===== config.mk =====
export PLATFORM = sky130hd
export DESIGN_NAME = clint
export DESIGN_NICKNAME = d
export VERILOG_FILES = /design/src/hdl/soc_bus_pkg.sv /design/src/hdl/clint.sv
export SDC_FILE = /design/constraint.sdc
export NUM_CORES = 1
export LEC_CHECK = 0
export ABC_AREA = 1
export ABC_CLOCK_PERIOD_IN_PS = 3300
export BUFFER_PORTS_ARGS = -buffer_cell sky130_fd_sc_hd__buf_2
export CELL_PAD_IN_SITES_DETAIL_PLACEMENT = 2
export CELL_PAD_IN_SITES_GLOBAL_PLACEMENT = 2
export CORE_ASPECT_RATIO = 0.7
export CORE_MARGIN = 2
export CORE_UTILIZATION = 25
export CTS_BUF_LIST = sky130_fd_sc_hd__clkbuf_8
export DETAILED_ROUTE_END_ITERATION = 10
export GPL_TIMING_DRIVEN = 0
export MAX_ROUTING_LAYER = met4
export PLACE_DENSITY_LB_ADDON = 0.1
export SLEW_MARGIN = 5
export SYNTH_ARGS = -nofsm -noshare
export SYNTH_HDL_FRONTEND = slang
export SYNTH_SLANG_ARGS = --single-unit

===== constraint.sdc =====
create_clock -name sys_clk_i -period 3.3 [get_ports sys_clk_i]
set_clock_uncertainty 0.1 [all_clocks]
set_input_delay 0.165 -clock sys_clk_i [delete_from_list [all_inputs] [get_ports sys_clk_i]]
set_output_delay 0.165 -clock sys_clk_i [all_outputs]
set_load 0.02 [all_outputs]

===== src/hdl/soc_bus_pkg.sv =====
package soc_bus_pkg;

    // Bus widths
    localparam int ADDR_W = 32;
    localparam int DATA_W = 32;
    localparam int SEL_W  = 4;

    // Base RAM window, 4 MiB
    localparam logic [ADDR_W-1:0] BASERAM_BASE = 32'h8000_0000;
    localparam logic [ADDR_W-1:0] BASERAM_MASK = 32'hFFC0_0000;

    // Ext RAM window, right above Base RAM
    localparam logic [ADDR_W-1:0] EXTRAM_BASE  = 32'h8040_0000;
    localparam logic [ADDR_W-1:0] EXTRAM_MASK  = 32'hFFC0_0000;

    // CLINT window, 1 MiB
    localparam logic [ADDR_W-1:0] CLINT_BASE   = 32'h0200_0000;
    localparam logic [ADDR_W-1:0] CLINT_MASK   = 32'hFFF0_0000;

    // CLINT register offsets inside the window
    localparam logic [15:0] MTIMECMP_LO_OFS = 16'h4000;
    localparam logic [15:0] MTIMECMP_HI_OFS = 16'h4004;
    localparam logic [15:0] MTIME_LO_OFS    = 16'hBFF8;
    localparam logic [15:0] MTIME_HI_OFS    = 16'hBFFC;

    // Timer width
    localparam int MTIME_W = 64;

    // Default on-chip RAM depth in words
    localparam int RAM_WORDS_DEFAULT = 1024;

    // Current bus owner
    typedef enum logic [1:0] {
        GRANT_NONE,
        GRANT_DATA,
        GRANT_INST
    } grant_e;

    // Slave picked by the address decode
    typedef enum logic [1:0] {
        SEL_BASE,
        SEL_EXT,
        SEL_CLINT,
        SEL_NONE
    } slave_sel_e;

endpackage


===== src/hdl/clint.sv =====
`timescale 1ns/1ps

module clint (
    input  logic                            sys_clk_i,
    input  logic                            sys_rst_i,
    input  logic                            stb_i,
    input  logic                            we_i,
    input  logic [soc_bus_pkg::SEL_W-1:0]   sel_i,
    input  logic [soc_bus_pkg::ADDR_W-1:0]  adr_i,
    input  logic [soc_bus_pkg::DATA_W-1:0]  dat_i,
    output logic [soc_bus_pkg::DATA_W-1:0]  dat_o,
    output logic                            ack_o,
    output logic                            timer_irq_o,
    output logic [soc_bus_pkg::MTIME_W-1:0] mtime_o
);
    import soc_bus_pkg::*;

    logic [MTIME_W-1:0] mtime_q;
    logic [MTIME_W-1:0] mtimecmp_q;
    logic [15:0]        ofs;
    logic               accept;
    logic [DATA_W-1:0]  rd_val;

    // Decoder already fixed the window, only the offset matters here
    assign ofs    = adr_i[15:0];
    assign accept = stb_i & ~ack_o;

    // Read mux, holes read as zero
    always_comb begin
        case (ofs)
            MTIMECMP_LO_OFS: rd_val = mtimecmp_q[31:0];
            MTIMECMP_HI_OFS: rd_val = mtimecmp_q[63:32];
            MTIME_LO_OFS:    rd_val = mtime_q[31:0];
            MTIME_HI_OFS:    rd_val = mtime_q[63:32];
            default:         rd_val = '0;
        endcase
    end

    always_ff @(posedge sys_clk_i or posedge sys_rst_i) begin
        if (sys_rst_i) begin
            mtime_q    <= '0;
            mtimecmp_q <= '1;
            ack_o      <= 1'b0;
        end else begin
            // Free-running, read-only from the bus
            mtime_q <= mtime_q + 64'd1;
            ack_o   <= accept;
            // Compare register, written bytewise in the accept cycle
            if (accept && we_i) begin
                for (int i = 0; i < SEL_W; i++) begin
                    if (sel_i[i] && ofs == MTIMECMP_LO_OFS) begin
                        mtimecmp_q[8*i +: 8] <= dat_i[8*i +: 8];
                    end
                    if (sel_i[i] && ofs == MTIMECMP_HI_OFS) begin
                        mtimecmp_q[32+8*i +: 8] <= dat_i[8*i +: 8];
                    end
                end
            end
        end
    end

    // Read data captured alongside the ack
    always_ff @(posedge sys_clk_i) begin
        if (accept) begin
            dat_o <= rd_val;
        end
    end

    // Level interrupt, drops once mtimecmp moves ahead
    assign timer_irq_o = (mtime_q >= mtimecmp_q);
    assign mtime_o     = mtime_q;

endmodule


**Word level (Yosys, flattened, before mapping)**

Cells that the tools add are included.
Widths: inputs -> output; s select.

- Output and inout port bits: 98
- Bits of input ports: 72
- Logic and storage cells: 37
- Register bits: 161

- Equal/unequal tests: 4
- Magnitude comparators: 1
- Mux-type cells: 1
- Add/sub/neg operators: 1
- Reduce and logical (&&, ||, !) cells: 17
- Bitwise operators: 2

Operators with widths:

| kind | count |
|---|---|
| $pmux 32 s4 | 1 |
| $add 64x1->64 const B | 1 |
| $ge 64x64->1 | 1 |
| $eq 16x15->1 const B | 2 |
| $eq 16x16->1 const B | 2 |
| $reduce_and 2->1 | 8 |
| $logic_and 1x1->1 | 9 |
| $and 1x1->1 | 1 |
| $not 1->1 | 1 |

**Longest topological paths before layout**

Gate-level depths: netlist of run 1.

- Depth in word-level cells: 4
- Mapped depth: 15
- Mapped depth without buffers: 15

**Worst setup path after synthesis of run 1**

Ideal clock, no wire load.

- Kind: reg2reg
- Start point: register ack_o
- End point: register mtimecmp_q[17]
- Buffers on the path: 1
- Setup time: 0.076 ns
- Setup slack: 0.739 ns
- Data arrival time: 2.385 ns
- Cell stages (with the launch flop): 10
- Clock period less this slack: 2.561 ns
- Data required time: 3.124 ns
- Path through: dfrtp_1 > nor2_2 > nand2_1 > inv_2 > nand2_1 > nor2_4 > buf_6 > nor2_1 > a21oi_1 > inv_1

- Longest elaborated chain between the ends: 4

Ends and longest elaborated chain:

| item | line | RTL |
|---|---|---|
| from (decl) | clint.sv:12 | `output logic ack_o,` |
| from (signal assigned) | clint.sv:47 | `ack_o <= accept;` |
| $not 1->1 | clint.sv:26 | `assign accept = stb_i & ~ack_o;` |
| $and 1x1->1 | clint.sv:26 |  |
| net accept | clint.sv:21 | `logic accept;` |
| $logic_and 1x1->1 | clint.sv:49 | `if (accept && we_i) begin` |
| $reduce_and 2->1 (no line) | -- |  |
| to (signal, indexed assignment) | clint.sv:52 | `mtimecmp_q[8*i +: 8] <= dat_i[8*i +: 8];` |
| to (signal, indexed assignment) | clint.sv:55 | `mtimecmp_q[32+8*i +: 8] <= dat_i[8*i +: 8];` |
| to (decl) | clint.sv:19 | `logic [MTIME_W-1:0] mtimecmp_q;` |

The timed path passes the listed nets, and every way through them passes these cells.
A chain may end at the register's enable or synchronous reset.

**Worst setup path in the final report of run 1**

- Start point: register mtimecmp_q[55]
- End point: output port timer_irq_o

- Longest elaborated chain between the ends: 1

Ends and longest elaborated chain:

| item | line | RTL |
|---|---|---|
| $ge 64x64->1 | clint.sv:70 | `assign timer_irq_o = (mtime_q >= mtimecmp_q);` |
| to (decl) | clint.sv:13 | `output logic timer_irq_o,` |

No other way between the ends.

==> results of run 1 <==
flip-flops by register name (all words and copies together) (netlist names):
name	cells
ack_o	1
mtime_o	64
dat_o	32
mtimecmp_q	64
layout by cell type (no fill, tap or decap), types with 33 or more instances in the layout:
| cell | n |
|---|---|
| nor3_1 | 33 |
| nand4_1 | 34 |
| ha_1 | 65 |
| dfstp_2 | 64 |
| buf_2 | 157 |
| inv_1 | 201 |
| dfrtp_1 | 65 |
| xor2_1 | 34 |
| nand2_1 | 311 |
| nor2_1 | 142 |
| a21oi_1 | 59 |
| nand3_1 | 38 |
| dlygate4sd3_1 | 44 |
how the worst min path moves through the flow:
stage | startpoint | end | slack (ns) | depth (start not counted)
global placement | dat_i[11] | mtimecmp_q[11] | 0.28 | 3
floorplan | dat_i[0] | mtimecmp_q[32] | 0.17 | 2
detailed placement | sys_rst_i | mtime_o[11] | 0.24 | 2
CTS | adr_i[2] | dat_o[26] | 0.11 | 5
global route | adr_i[2] | dat_o[26] | 0.18 | 5
finish | adr_i[2] | dat_o[26] | 0.14 | 5
synthesized netlist by cell type (4+ instances only):
library cell  count  area (um^2)
xor2_1           34        297.8
nor2_2            5        31.28
a21oi_1          59        295.3
buf_6             9        101.4
inv_2             4        15.01
inv_1           196        735.7
nand2_1         311         1167
ha_1             65        813.3
o21ai_2          32        280.3
nand3_4           5        87.58
nor2_4            7        78.83
nand4_1          34        212.7
nand4_2          21        262.8
dfstp_2          64         1682
edfxtp_1         32        960.9
nand2_2          26        162.7
dfrtp_1          65         1627
o21ai_0          16        80.08
nor2_1          142        533.0
xnor2_1          23        201.4
clkbuf_1          4        15.01
buf_2             4        20.02
nand3_1          38        190.2
nor3_1           33        165.2
metrics by stage:
step,instances,power (mW),worst slack (ns),hold WS (ns)
final,2017,3.856,0.2554,0.1355
after global routing,2017,4.015,0.007897,0.1753
after CTS,2017,3.931,0.1474,0.1071
after detailed placement,1941,2.282,0.4713,0.2389
after global placement,1936,2.262,-0.6934,0.2805
after floorplan,1248,2.169,0.7387,0.1725
worst reg2reg max path, stage by stage, from the launching register on:
cell and delay [ns]:
dfrtp_1 0.42, nor2_4 0.58, buf_12 0.26, nand2_1 0.10, inv_2 0.33, nand3_4 0.22, buf_6 0.22, o21ai_2 0.12
dlygate4sd3_1 0.55
layer usage:
layer,vias up,routed length [um],global-route usage
met5,-,0,-
met3,20,1980,0.03352
met1,4685,23340,0.3336
met4,0,317,0.03485
met2,141,19210,0.3216
li1,4427,-,-
kinds of logic after synthesis:
group | Yosys count | share of synthesized area
XOR/XNOR | 57 | 0.04893
adder cells (fa/ha/maj) | 65 | 0.07972
buffers and inverters | 220 | 0.09284
AND/OR/NAND/NOR | 631 | 0.2907
flip-flops | 161 | 0.4184
AO/OA/AOI/OAI | 114 | 0.06941
what timing repair did:
action	4_1_cts	5_1_grt
hold endpoints to repair	80	0
hold buffers	44	0
resized for setup	0	0
final cells by class:
| type | instances | share of cell area |
|---|---|---|
| tap | 535 | 0.05319 |
| timing repair buffer | 202 | 0.1044 |
| clock buffer | 21 | 0.02297 |
| inverter | 200 | 0.05995 |
| clock inverter | 11 | 0.008053 |
| sequential | 161 | 0.3392 |
| multi-input combinational | 867 | 0.3966 |
| buffer | 20 | 0.01561 |
power breakdown:
part	switching (mW)	leakage [nW]	internal [mW]	total, mW
logic	0.135	3.79	0.0857	0.221
registers	0.00469	1.87	2.05	2.05
clock network	0.846	0.223	0.736	1.58
==> results by group, run 1 <==
Global route
  • GRT Residual Overflow: 0
  • Initial antenna violation count: 0
  • Vias in the first global route: 10100
  • First-pass GRT wire length: around 67000 um
  • GRT Util Overall: 0.2236
  • Largest net degree at the start of global routing: 35

Floorplan
  • Die area: approximately 42000 um^2
  • Die Y: 173.0 um
  • # rows: just over 60
  • Chip width: roughly 250 um
  • Num ports: 170
  • Floorplan core area: between 30000 and 40000 um^2
  • Starting density of the core: 0.2551

Synth
  • Mapped Area: ~10000 um^2
  • Number of enable flip-flop cells after synthesis: 32
  • Top FF cell, synth: dfrtp_1
  • Avg Inst Size Synth: about 8.2 um^2
  • Ys async rst share: 0.8012
  • Yosys cell types: 33
  • Post-synthesis sequential area ratio: 0.4184
  • Ys Warns: 0
  • Flop and latch count out of synthesis: about 160
  • Post-synthesis cell count: between 1000 and 1500
  • Syn_nets: 1385

Drt
  • Antenna-violating nets left: 0
  • Drt wl/cell: between 20 and 25 um
  • Via-to-Cell Ratio: 4.597
  • Wirelength, routed: about 45000 um
  • TritonRoute pass-1 iters: 4
  • DRT iter0 DRCs: approximately 440
  • Vias: around 9300
  • DRC: 0

Cells and area
  • Sequential cell area: 4269 um^2
  • Area Overhead vs Synth: 23.35%
  • Fill cells: between 4000 and 5000
  • Final core utilization: 0.3147
  • Multi-input logic area: 4991 um^2
  • Layout cell share with drive strength beyond 1: 0.2503
  • Net count, final: about 1600
  • Antenna Cells: 0
  • Design area: about 13000 um^2

STA
  • Crit path time final: between 3 and 4 ns
  • Final hold violation count: 0
  • RSZ-0062 raised after global routing: no
  • Slew of the pin with the lowest slew margin: approximately 1 ns
  • Max Freq: between 300 and 400 MHz
  • Max-slew headroom: 0.3358
  • Fin. max-slew vios: 0
  • Final period util: 0.9226
  • Setup violations, final: 0
  • Setup TNS: 0 ns

Status
  • Status: completed

Place
  • Placer Congestion: between 0.8 and 0.9
  • # port buffers: between 150 and 200
  • HPWL Detailed: between 30000 and 40000 um
  • Dpl cell area: 11750 um^2

CTS
  • Skew-Pair Late Insertion Delay: 0.51 ns
  • Cts bufs inserted: 17
  • Post-CTS Setup Bufs: 0
  • Worst-path clk slew: about 0.1 ns
  • Clk sinks: about 160
  • Root Driver: clkbuf_8
  • TritonCTS clock tree: yes
  • H-tree depth: 4
  • Clock tree buffer depth: 2

Setup path
  • WP data arrival: about 2.8 ns
  • WP data required: roughly 3.0 ns
  • Delay-heaviest family, CP: simple AND/OR/NAND/NOR gates
  • Critical-path cell list: inv_1, ha_1, nand2_1, nor2_1, nand4_1, nor2_1, nand2_1, nor2_1, nand2_1, nand2_1, buf_2
  • R2R Path End: mtimecmp_q[43]
  • Slowest-stage cell, CP: dfstp_2
  • Worst Path Buf+Inv: 2
  • Critical Path Stages: 11
  • R2R setup slack: roughly 0.36 ns
  • End of the critical path: timer_irq_o
  • Crit-path max FO: 3
  • Crit path from: mtimecmp_q[55]
  • Crit path top cell by count: nand2_1
  • Critical path startpoint category: register
  • Worst r2r src: ack_o
  • CP Class: register to primary output
  • Worst path max stage delay: roughly 0.58 ns
  • Reg2Reg Depth: 8
  • Crit path capture type: primary output

Power
  • Leak: between 5 and 6 nW
  • Pwr Density: about 300 nW/um^2
  • Worst vdd ir: 0.2253 mV

Flow run
  • Number of max-cap violations: 0

Worst hold path
  • Min-Delay Path Class: input port to register
Power figures use the tool's default switching activity.
==> run 2: changes to the inputs <==
- CELL_PAD_IN_SITES_DETAIL_PLACEMENT: 2 -> 1
- CELL_PAD_IN_SITES_GLOBAL_PLACEMENT: 2 -> 1
==> results by group, run 2 (synthesis gave the netlist of run 1 again) <==
Cells and area
  • Most common cell after layout, fill and taps aside: nand2_1 (unchanged)
  • Fill cells: 4863 (was 4656)
  • Final core utilization: 0.3136 (was 0.3147)
  • Most used cells in the layout excluding fill and tap cells: 311 x nand2_1, 200 x inv_1, 157 x buf_2 (was 311 x nand2_1, 201 x inv_1, 157 x buf_2)
  • Area Overhead vs Synth: 22.95% (was 23.35%)
  • Non-Filler Instances: 2014 (was 2017)
  • Net count, final: 1603 (was 1606)
  • Layout cell share with drive strength beyond 1: 0.2505 (was 0.2503)
  • Design area: 12540 um^2 (was 12580 um^2)

Global route
  • Vias in the first global route: 9568 (was 10100)
  • Initial antenna violation count: 0 (unchanged)
  • GRT Residual Overflow: 0 (unchanged)
  • GRT Util Overall: 0.2073 (was 0.2236)
  • First-pass GRT wire length: 62200 um (was 67100 um)
  • Largest net degree at the start of global routing: 35 (unchanged)

Floorplan
  • # rows: 61 (unchanged)
  • Starting density of the core: 0.2551 (unchanged)
  • Floorplan core area: 39990 um^2 (unchanged)
  • Die area: 42470 um^2 (unchanged)
  • Die Y: 173.0 um (unchanged)
  • Chip width: 245.5 um (unchanged)
  • Num ports: 170 (unchanged)

Power
  • Leak: 5.854 nW (was 5.887 nW)
  • Cell-internal power: 2.866 mW (was 2.870 mW)
  • Clock power frac: 0.405 (was 0.410)
  • Sw Share: 0.2481 (was 0.2557)
  • Design Power: 3.812 mW (was 3.856 mW)
  • Psw: 0.9457 mW (was 0.9858 mW)
  • Pwr Density: 303.9 nW/um^2 (was 306.4 nW/um^2)
  • Reg power frac: 0.538 (was 0.532)
  • Combinational power share: 0.057 (about the same)
  • Worst vdd ir: 0.2238 mV (was 0.2253 mV)

CTS
  • Root Driver: clkbuf_8 (unchanged)
  • Cts bufs inserted: 17 (unchanged)
  • Post-cts gate resize count: 0 (unchanged)
  • TritonCTS clock tree: yes (unchanged)
  • H-tree depth: 4 (unchanged)
  • Skew-Pair Late Insertion Delay: 0.50 ns (was 0.51 ns)
  • Clock tree buffer depth: 2 (unchanged)
  • Clk sinks: 161 (unchanged)
  • Worst-path clk slew: 0.09 ns (was 0.10 ns)

Worst hold path
  • Min-Delay Path Class: input port to asynchronous set/reset pin (was input port to register)

Setup path
  • Worst r2r src: ack_o (unchanged)
  • Worst path max stage delay: 0.54 ns (was 0.58 ns)
  • Crit path from: mtimecmp_q[15] (was mtimecmp_q[55])
  • Crit path capture type: primary output (unchanged)
  • Critical path startpoint category: register (unchanged)
  • CP Class: register to primary output (unchanged)
  • R2R Path End: mtimecmp_q[50] (was mtimecmp_q[43])
  • Critical-path cell list: inv_1, ha_1, nand4_1, nor2_1, nand3_1, nor2_1, nor2_1, nand2_1, nand2_1, nand2_1, buf_2 (was inv_1, ha_1, nand2_1, nor2_1, nand4_1, nor2_1, nand2_1, nor2_1, nand2_1, nand2_1, buf_2)
  • R2R setup slack: 0.62 ns (was 0.36 ns)
  • End of the critical path: timer_irq_o (unchanged)
  • Crit-path max FO: 3 (unchanged)
  • WP data required: 3.03 ns (about the same)
  • WP data arrival: 2.82 ns (was 2.78 ns)
  • Slowest-stage cell, CP: dfstp_2 (unchanged)
  • Reg2Reg Depth: 7 (was 8)

Place
  • # port buffers: 153 (unchanged)
  • Dpl cell area: 11750 um^2 (about the same)
  • Worst slack, placed: 0.6888 ns (was 0.4713 ns)
  • HPWL Detailed: 33220 um (was 35520 um)
  • Cell Count Post-Placement: 1941 (unchanged)
  • Placer Congestion: 0.9122 (was 0.8667)

Drt
  • Vias: 9029 (was 9273)
  • TritonRoute pass-1 iters: 5 (was 4)
  • Drt wl/cell: 20.72 um (was 22.24 um)
  • Antenna-violating nets left: 0 (unchanged)
  • Via-to-Cell Ratio: 4.483 (was 4.597)
  • DRT iter0 DRCs: 451 (was 438)
  • DRC: 0 (unchanged)
  • Wirelength, routed: 41730 um (was 44850 um)

STA
  • Fin. max-slew vios: 0 (unchanged)
  • Hold Slack: 0.1309 ns (was 0.1355 ns)
  • Max Freq: 323.7 MHz (was 328.5 MHz)
  • Final hold violation count: 0 (unchanged)
  • RSZ-0062 raised after global routing: no (unchanged)
  • Final period util: 0.9360 (was 0.9226)
  • Setup TNS: 0 ns (unchanged)
  • Slew of the pin with the lowest slew margin: 0.9398 ns (was 0.9963 ns)
  • Crit path time final: 3.089 ns (was 3.045 ns)
  • Setup violations, final: 0 (unchanged)
  • Max-slew headroom: 0.3735 (was 0.3358)
  • Final WS setup: 0.2111 ns (was 0.2554 ns)

Status
  • Status: completed (unchanged)

Flow run
  • Number of max-cap violations: 0 (unchanged)
-- run 2: cell count changes in the layout (fill, tap and decap cells not counted) --
cell / previous run / this run
inv_1: 201 / 200
inv_6: 0 / 1
dlygate4sd3_1: 44 / 41
buf_12: 7 / 8
clkinv_2: 2 / 1
clkinv_4: 1 / 0
buf_16: 1 / 0
diode_2: 0 / 2
-- run 2: layer usage --
layer,global-route usage,vias to the layer above,share of wire
met2,0.2977,151,0.42
met3,0.03120,22,0.036
met4,0.03535,0,0.0091
met5,-,-,0
met1,0.3082,4428,0.54
li1,-,4428,-
-- run 2: worst max-delay path, delay by kind of cell (launching register included) --
| family | cells | cell delay (ns) |
|---|---|---|
| AND/OR/NAND/NOR | 8 | 1.21 |
| buffers and inverters | 2 | 0.25 |
| flip-flops | 1 | 0.54 |
| adder cells (fa/ha/maj) | 1 | 0.33 |
-- run 2: final cells by class --
type                       instances  area, um^2  share of cell area
inverter                         200       754.5             0.06015
multi-input combinational        867        4991              0.3979
tap                              535       669.4             0.05337
sequential                       161        4269              0.3403
antenna                            2       5.005           0.0003990
clock buffer                      21       289.0             0.02304
buffer                            20       196.4             0.01566
clock inverter                     9       92.59            0.007382
timing repair buffer             199        1276              0.1017
-- run 2: worst min-delay path by stage --
stage | slack (ns) | startpoint | depth (start not counted) | end
2_1_floorplan | 0.17 | dat_i[0] | 2 | mtimecmp_q[32]
3_3_place_gp | 0.28 | dat_i[14] | 3 | mtimecmp_q[14]
3_5_place_dp | 0.11 | sys_rst_i | 2 | mtime_o[19]
4_1_cts | 0.10 | sys_rst_i | 3 | mtime_o[19]
5_1_grt | 0.12 | sys_rst_i | 3 | mtime_o[15]
6_report | 0.13 | sys_rst_i | 3 | mtime_o[15]
-- run 2: what timing repair did --
action / 4_1_cts / 5_1_grt
hold buffers: 41 / 0
endpoints found under the hold margin: 122 / 0
buffers inserted: 0 / 0
-- run 2: power groups by stage --
stage               sequential (mW)  combinational, mW  clock (mW)
floorplan                      2.11             0.0550           0
global placement               2.09              0.170           0
detailed placement             2.09              0.188           0
CTS                            2.05              0.223        1.61
global route                   2.06              0.239        1.68
finish                         2.05              0.216        1.54
==> run 3: changes to the inputs <==
--- a/config.mk
+++ b/config.mk
@@ -14,5 +14,4 @@
 export CORE_MARGIN = 2
 export CORE_UTILIZATION = 25
-export CTS_BUF_LIST = sky130_fd_sc_hd__clkbuf_8
 export DETAILED_ROUTE_END_ITERATION = 10
 export GPL_TIMING_DRIVEN = 0
--- a/constraint.sdc
+++ b/constraint.sdc
@@ -3,3 +3,3 @@
 set_input_delay 0.165 -clock sys_clk_i [delete_from_list [all_inputs] [get_ports sys_clk_i]]
 set_output_delay 0.165 -clock sys_clk_i [all_outputs]
-set_load 0.02 [all_outputs]
+set_load 0.1 [all_outputs]
==> results by group, run 3 (synthesis gave the netlist of run 1 again) <==
Status
  • Status: completed (unchanged)

STA
  • Final period util: 0.9544 (was 0.9360)
  • Slew of the pin with the lowest slew margin: 0.9249 ns (was 0.9398 ns)
  • Fin. max-slew vios: 0 (unchanged)
  • Final WS setup: 0.1505 ns (was 0.2111 ns)
  • Crit path time final: 3.149 ns (was 3.089 ns)
  • Setup TNS: 0 ns (unchanged)
  • Final hold violation count: 0 (unchanged)
  • RSZ-0062 raised after global routing: no (unchanged)
  • Max-slew headroom: 0.3834 (was 0.3735)
  • Max Freq: 317.5 MHz (was 323.7 MHz)
  • Setup violations, final: 0 (unchanged)
  • Hold Slack: 0.03368 ns (was 0.1309 ns)

Floorplan
  • Num ports: 170 (unchanged)
  • Floorplan core area: 39990 um^2 (unchanged)
  • Die Y: 173.0 um (unchanged)
  • Chip width: 245.5 um (unchanged)
  • Die area: 42470 um^2 (unchanged)
  • Starting density of the core: 0.2551 (unchanged)
  • # rows: 61 (unchanged)

Cells and area
  • Most used cells in the layout excluding fill and tap cells: 311 x nand2_1, 195 x inv_1, 156 x buf_2 (was 311 x nand2_1, 200 x inv_1, 157 x buf_2)
  • Net count, final: 1601 (was 1603)
  • Area Overhead vs Synth: 24.68% (was 22.95%)
  • Layout cell share with drive strength beyond 1: 0.2522 (was 0.2505)
  • Fill cells: 4846 (was 4863)
  • Most common cell after layout, fill and taps aside: nand2_1 (unchanged)
  • Non-Filler Instances: 2011 (was 2014)
  • Sequential cell area: 4269 um^2 (unchanged)
  • Multi-input logic area: 4996 um^2 (was 4991 um^2)

Setup path
  • Crit-path max FO: 3 (unchanged)
  • WP data required: 3.03 ns (about the same)
  • End of the critical path: timer_irq_o (unchanged)
  • R2R Path End: mtimecmp_q[55] (was mtimecmp_q[50])
  • WP data arrival: 2.88 ns (was 2.82 ns)
  • Crit path from: mtimecmp_q[44] (was mtimecmp_q[15])
  • CP Class: register to primary output (unchanged)
  • R2R setup slack: 0.64 ns (was 0.62 ns)
  • Crit path capture type: primary output (unchanged)
  • Reg2Reg Depth: 7 (unchanged)
  • Critical path startpoint category: register (unchanged)
  • Worst r2r src: ack_o (unchanged)

CTS
  • Root Driver: clkbuf_16 (was clkbuf_8)
  • Skew-Pair Late Insertion Delay: 0.45 ns (was 0.50 ns)
  • Clock tree buffer depth: 2 (unchanged)
  • H-tree depth: 4 (unchanged)
  • Post-CTS Setup Bufs: 0 (unchanged)
  • TritonCTS clock tree: yes (unchanged)
  • Worst-path clk slew: 0.07 ns (was 0.09 ns)
  • Clk sinks: 161 (unchanged)
  • Cts bufs inserted: 17 (unchanged)

Global route
  • First-pass GRT wire length: 62360 um (was 62200 um)
  • Largest net degree at the start of global routing: 35 (unchanged)
  • Initial antenna violation count: 0 (unchanged)
  • GRT Residual Overflow: 0 (unchanged)
  • Vias in the first global route: 9577 (was 9568)
  • GRT Util Overall: 0.2084 (was 0.2073)

Power
  • Clock power frac: 0.464 (was 0.405)
  • Leak: 5.913 nW (was 5.854 nW)
  • Psw: 1.109 mW (was 0.9457 mW)
  • Sw Share: 0.2503 (was 0.2481)
  • Combinational power share: 0.072 (was 0.057)
  • Worst vdd ir: 0.3567 mV (was 0.2238 mV)
  • Cell-internal power: 3.323 mW (was 2.866 mW)
  • Pwr Density: 348.4 nW/um^2 (was 303.9 nW/um^2)
  • Reg power frac: 0.464 (was 0.538)

Drt
  • Via-to-Cell Ratio: 4.515 (was 4.483)
  • TritonRoute pass-1 iters: 5 (unchanged)
  • Vias: 9079 (was 9029)
  • DRC: 0 (unchanged)
  • Wirelength, routed: 41820 um (was 41730 um)
  • Drt wl/cell: 20.79 um (was 20.72 um)
  • Antenna-violating nets left: 0 (unchanged)
  • DRT iter0 DRCs: 521 (was 451)

Place
  • # port buffers: 153 (unchanged)
  • Worst slack, placed: 0.4803 ns (was 0.6888 ns)
  • Cell Count Post-Placement: 1941 (unchanged)
  • Placer Congestion: 0.9122 (unchanged)
  • HPWL Detailed: 33220 um (unchanged)

Worst hold path
  • Min-Delay Path Class: input port to register (was input port to asynchronous set/reset pin)

Flow run
  • Number of max-cap violations: 0 (unchanged)
==> run 3: changes by cell type in the layout (fill, tap and decap cells not counted), sizes merged <==
| cell | previous run | this run |
|---|---|---|
| diode | 2 | 1 |
| clkbuf | 25 | 30 |
| dlygate4sd3 | 41 | 39 |
| inv | 205 | 200 |
==> run 3: worst min-delay path by stage <==
stage	startpoint	endpoint	slack [ns]	depth (start not counted)
after global placement	dat_i[14]	mtimecmp_q[14]	0.28	3
after floorplan	dat_i[0]	mtimecmp_q[32]	0.17	2
after detailed placement	sys_rst_i	mtime_o[19]	0.11	2
after CTS	sel_i[1]	mtimecmp_q[43]	0.01	4
final	sel_i[1]	mtimecmp_q[45]	0.03	4
after global routing	sel_i[1]	mtimecmp_q[45]	0.04	4
==> run 3: layer usage <==
layer | wire length (um) | part of all wire | vias to the layer above | global-route usage
li1 | - | - | 4421 | -
met1 | 22460 | 0.54 | 4469 | 0.3090
met2 | 17410 | 0.42 | 165 | 0.2983
met3 | 1533 | 0.037 | 24 | 0.03259
met4 | 407 | 0.0097 | 0 | 0.03838
met5 | 0 | 0 | - | -
==> run 3: repair_timing <==
| item | in CTS | in global routing |
|---|---|---|
| gates resized for setup | 1 | 2 |
| hold endpoints to repair | 122 | 0 |
| hold buffers | 39 | 0 |
| pin swaps | 0 | 0 |
| setup endpoints to repair | 1 | 1 |
==> run 3: worst max-delay path, cell delays in order, from the launching register on <==
cell and delay, ns:
dfstp_2 0.58, inv_1 0.07, ha_1 0.27, nand4_1 0.14, nor3_1 0.63, nand3_1 0.15, nand2_1 0.10, nor2_1 0.04
nand2_1 0.14, buf_4 0.32
==> run 3: layout make-up <==
type,count,area share
Inverter,200,0.05932
Clock buffer,26,0.03925
Sequential cell,161,0.3356
Tap cell,535,0.05263
Timing Repair Buffer,197,0.09896
Buffer,20,0.01544
Clock inverter,4,0.005804
Multi-Input combinational cell,867,0.3928
Antenna cell,1,0.0001967
==> run 3: power by group through the flow <==
stage | clock network [mW] | registers (mW) | logic [mW]
2_1_floorplan | 0 | 2.22 | 0.0550
3_3_place_gp | 0 | 2.09 | 0.277
3_5_place_dp | 0 | 2.09 | 0.294
4_1_cts | 2.13 | 2.05 | 0.328
5_1_grt | 2.20 | 2.06 | 0.344
6_report | 2.06 | 2.05 | 0.320
==> run 3: stage by stage <==
| stage | area [um^2] | util | total power, mW |
|---|---|---|---|
| after floorplan | 10210 | - | 2.276 |
| after global placement | 11640 | 0.2911 | 2.368 |
| after detailed placement | 11750 | 0.2937 | 2.384 |
| after CTS | 12710 | 0.3179 | 4.511 |
| after global routing | 12720 | 0.3180 | 4.602 |
| final | 12720 | 0.3180 | 4.432 |
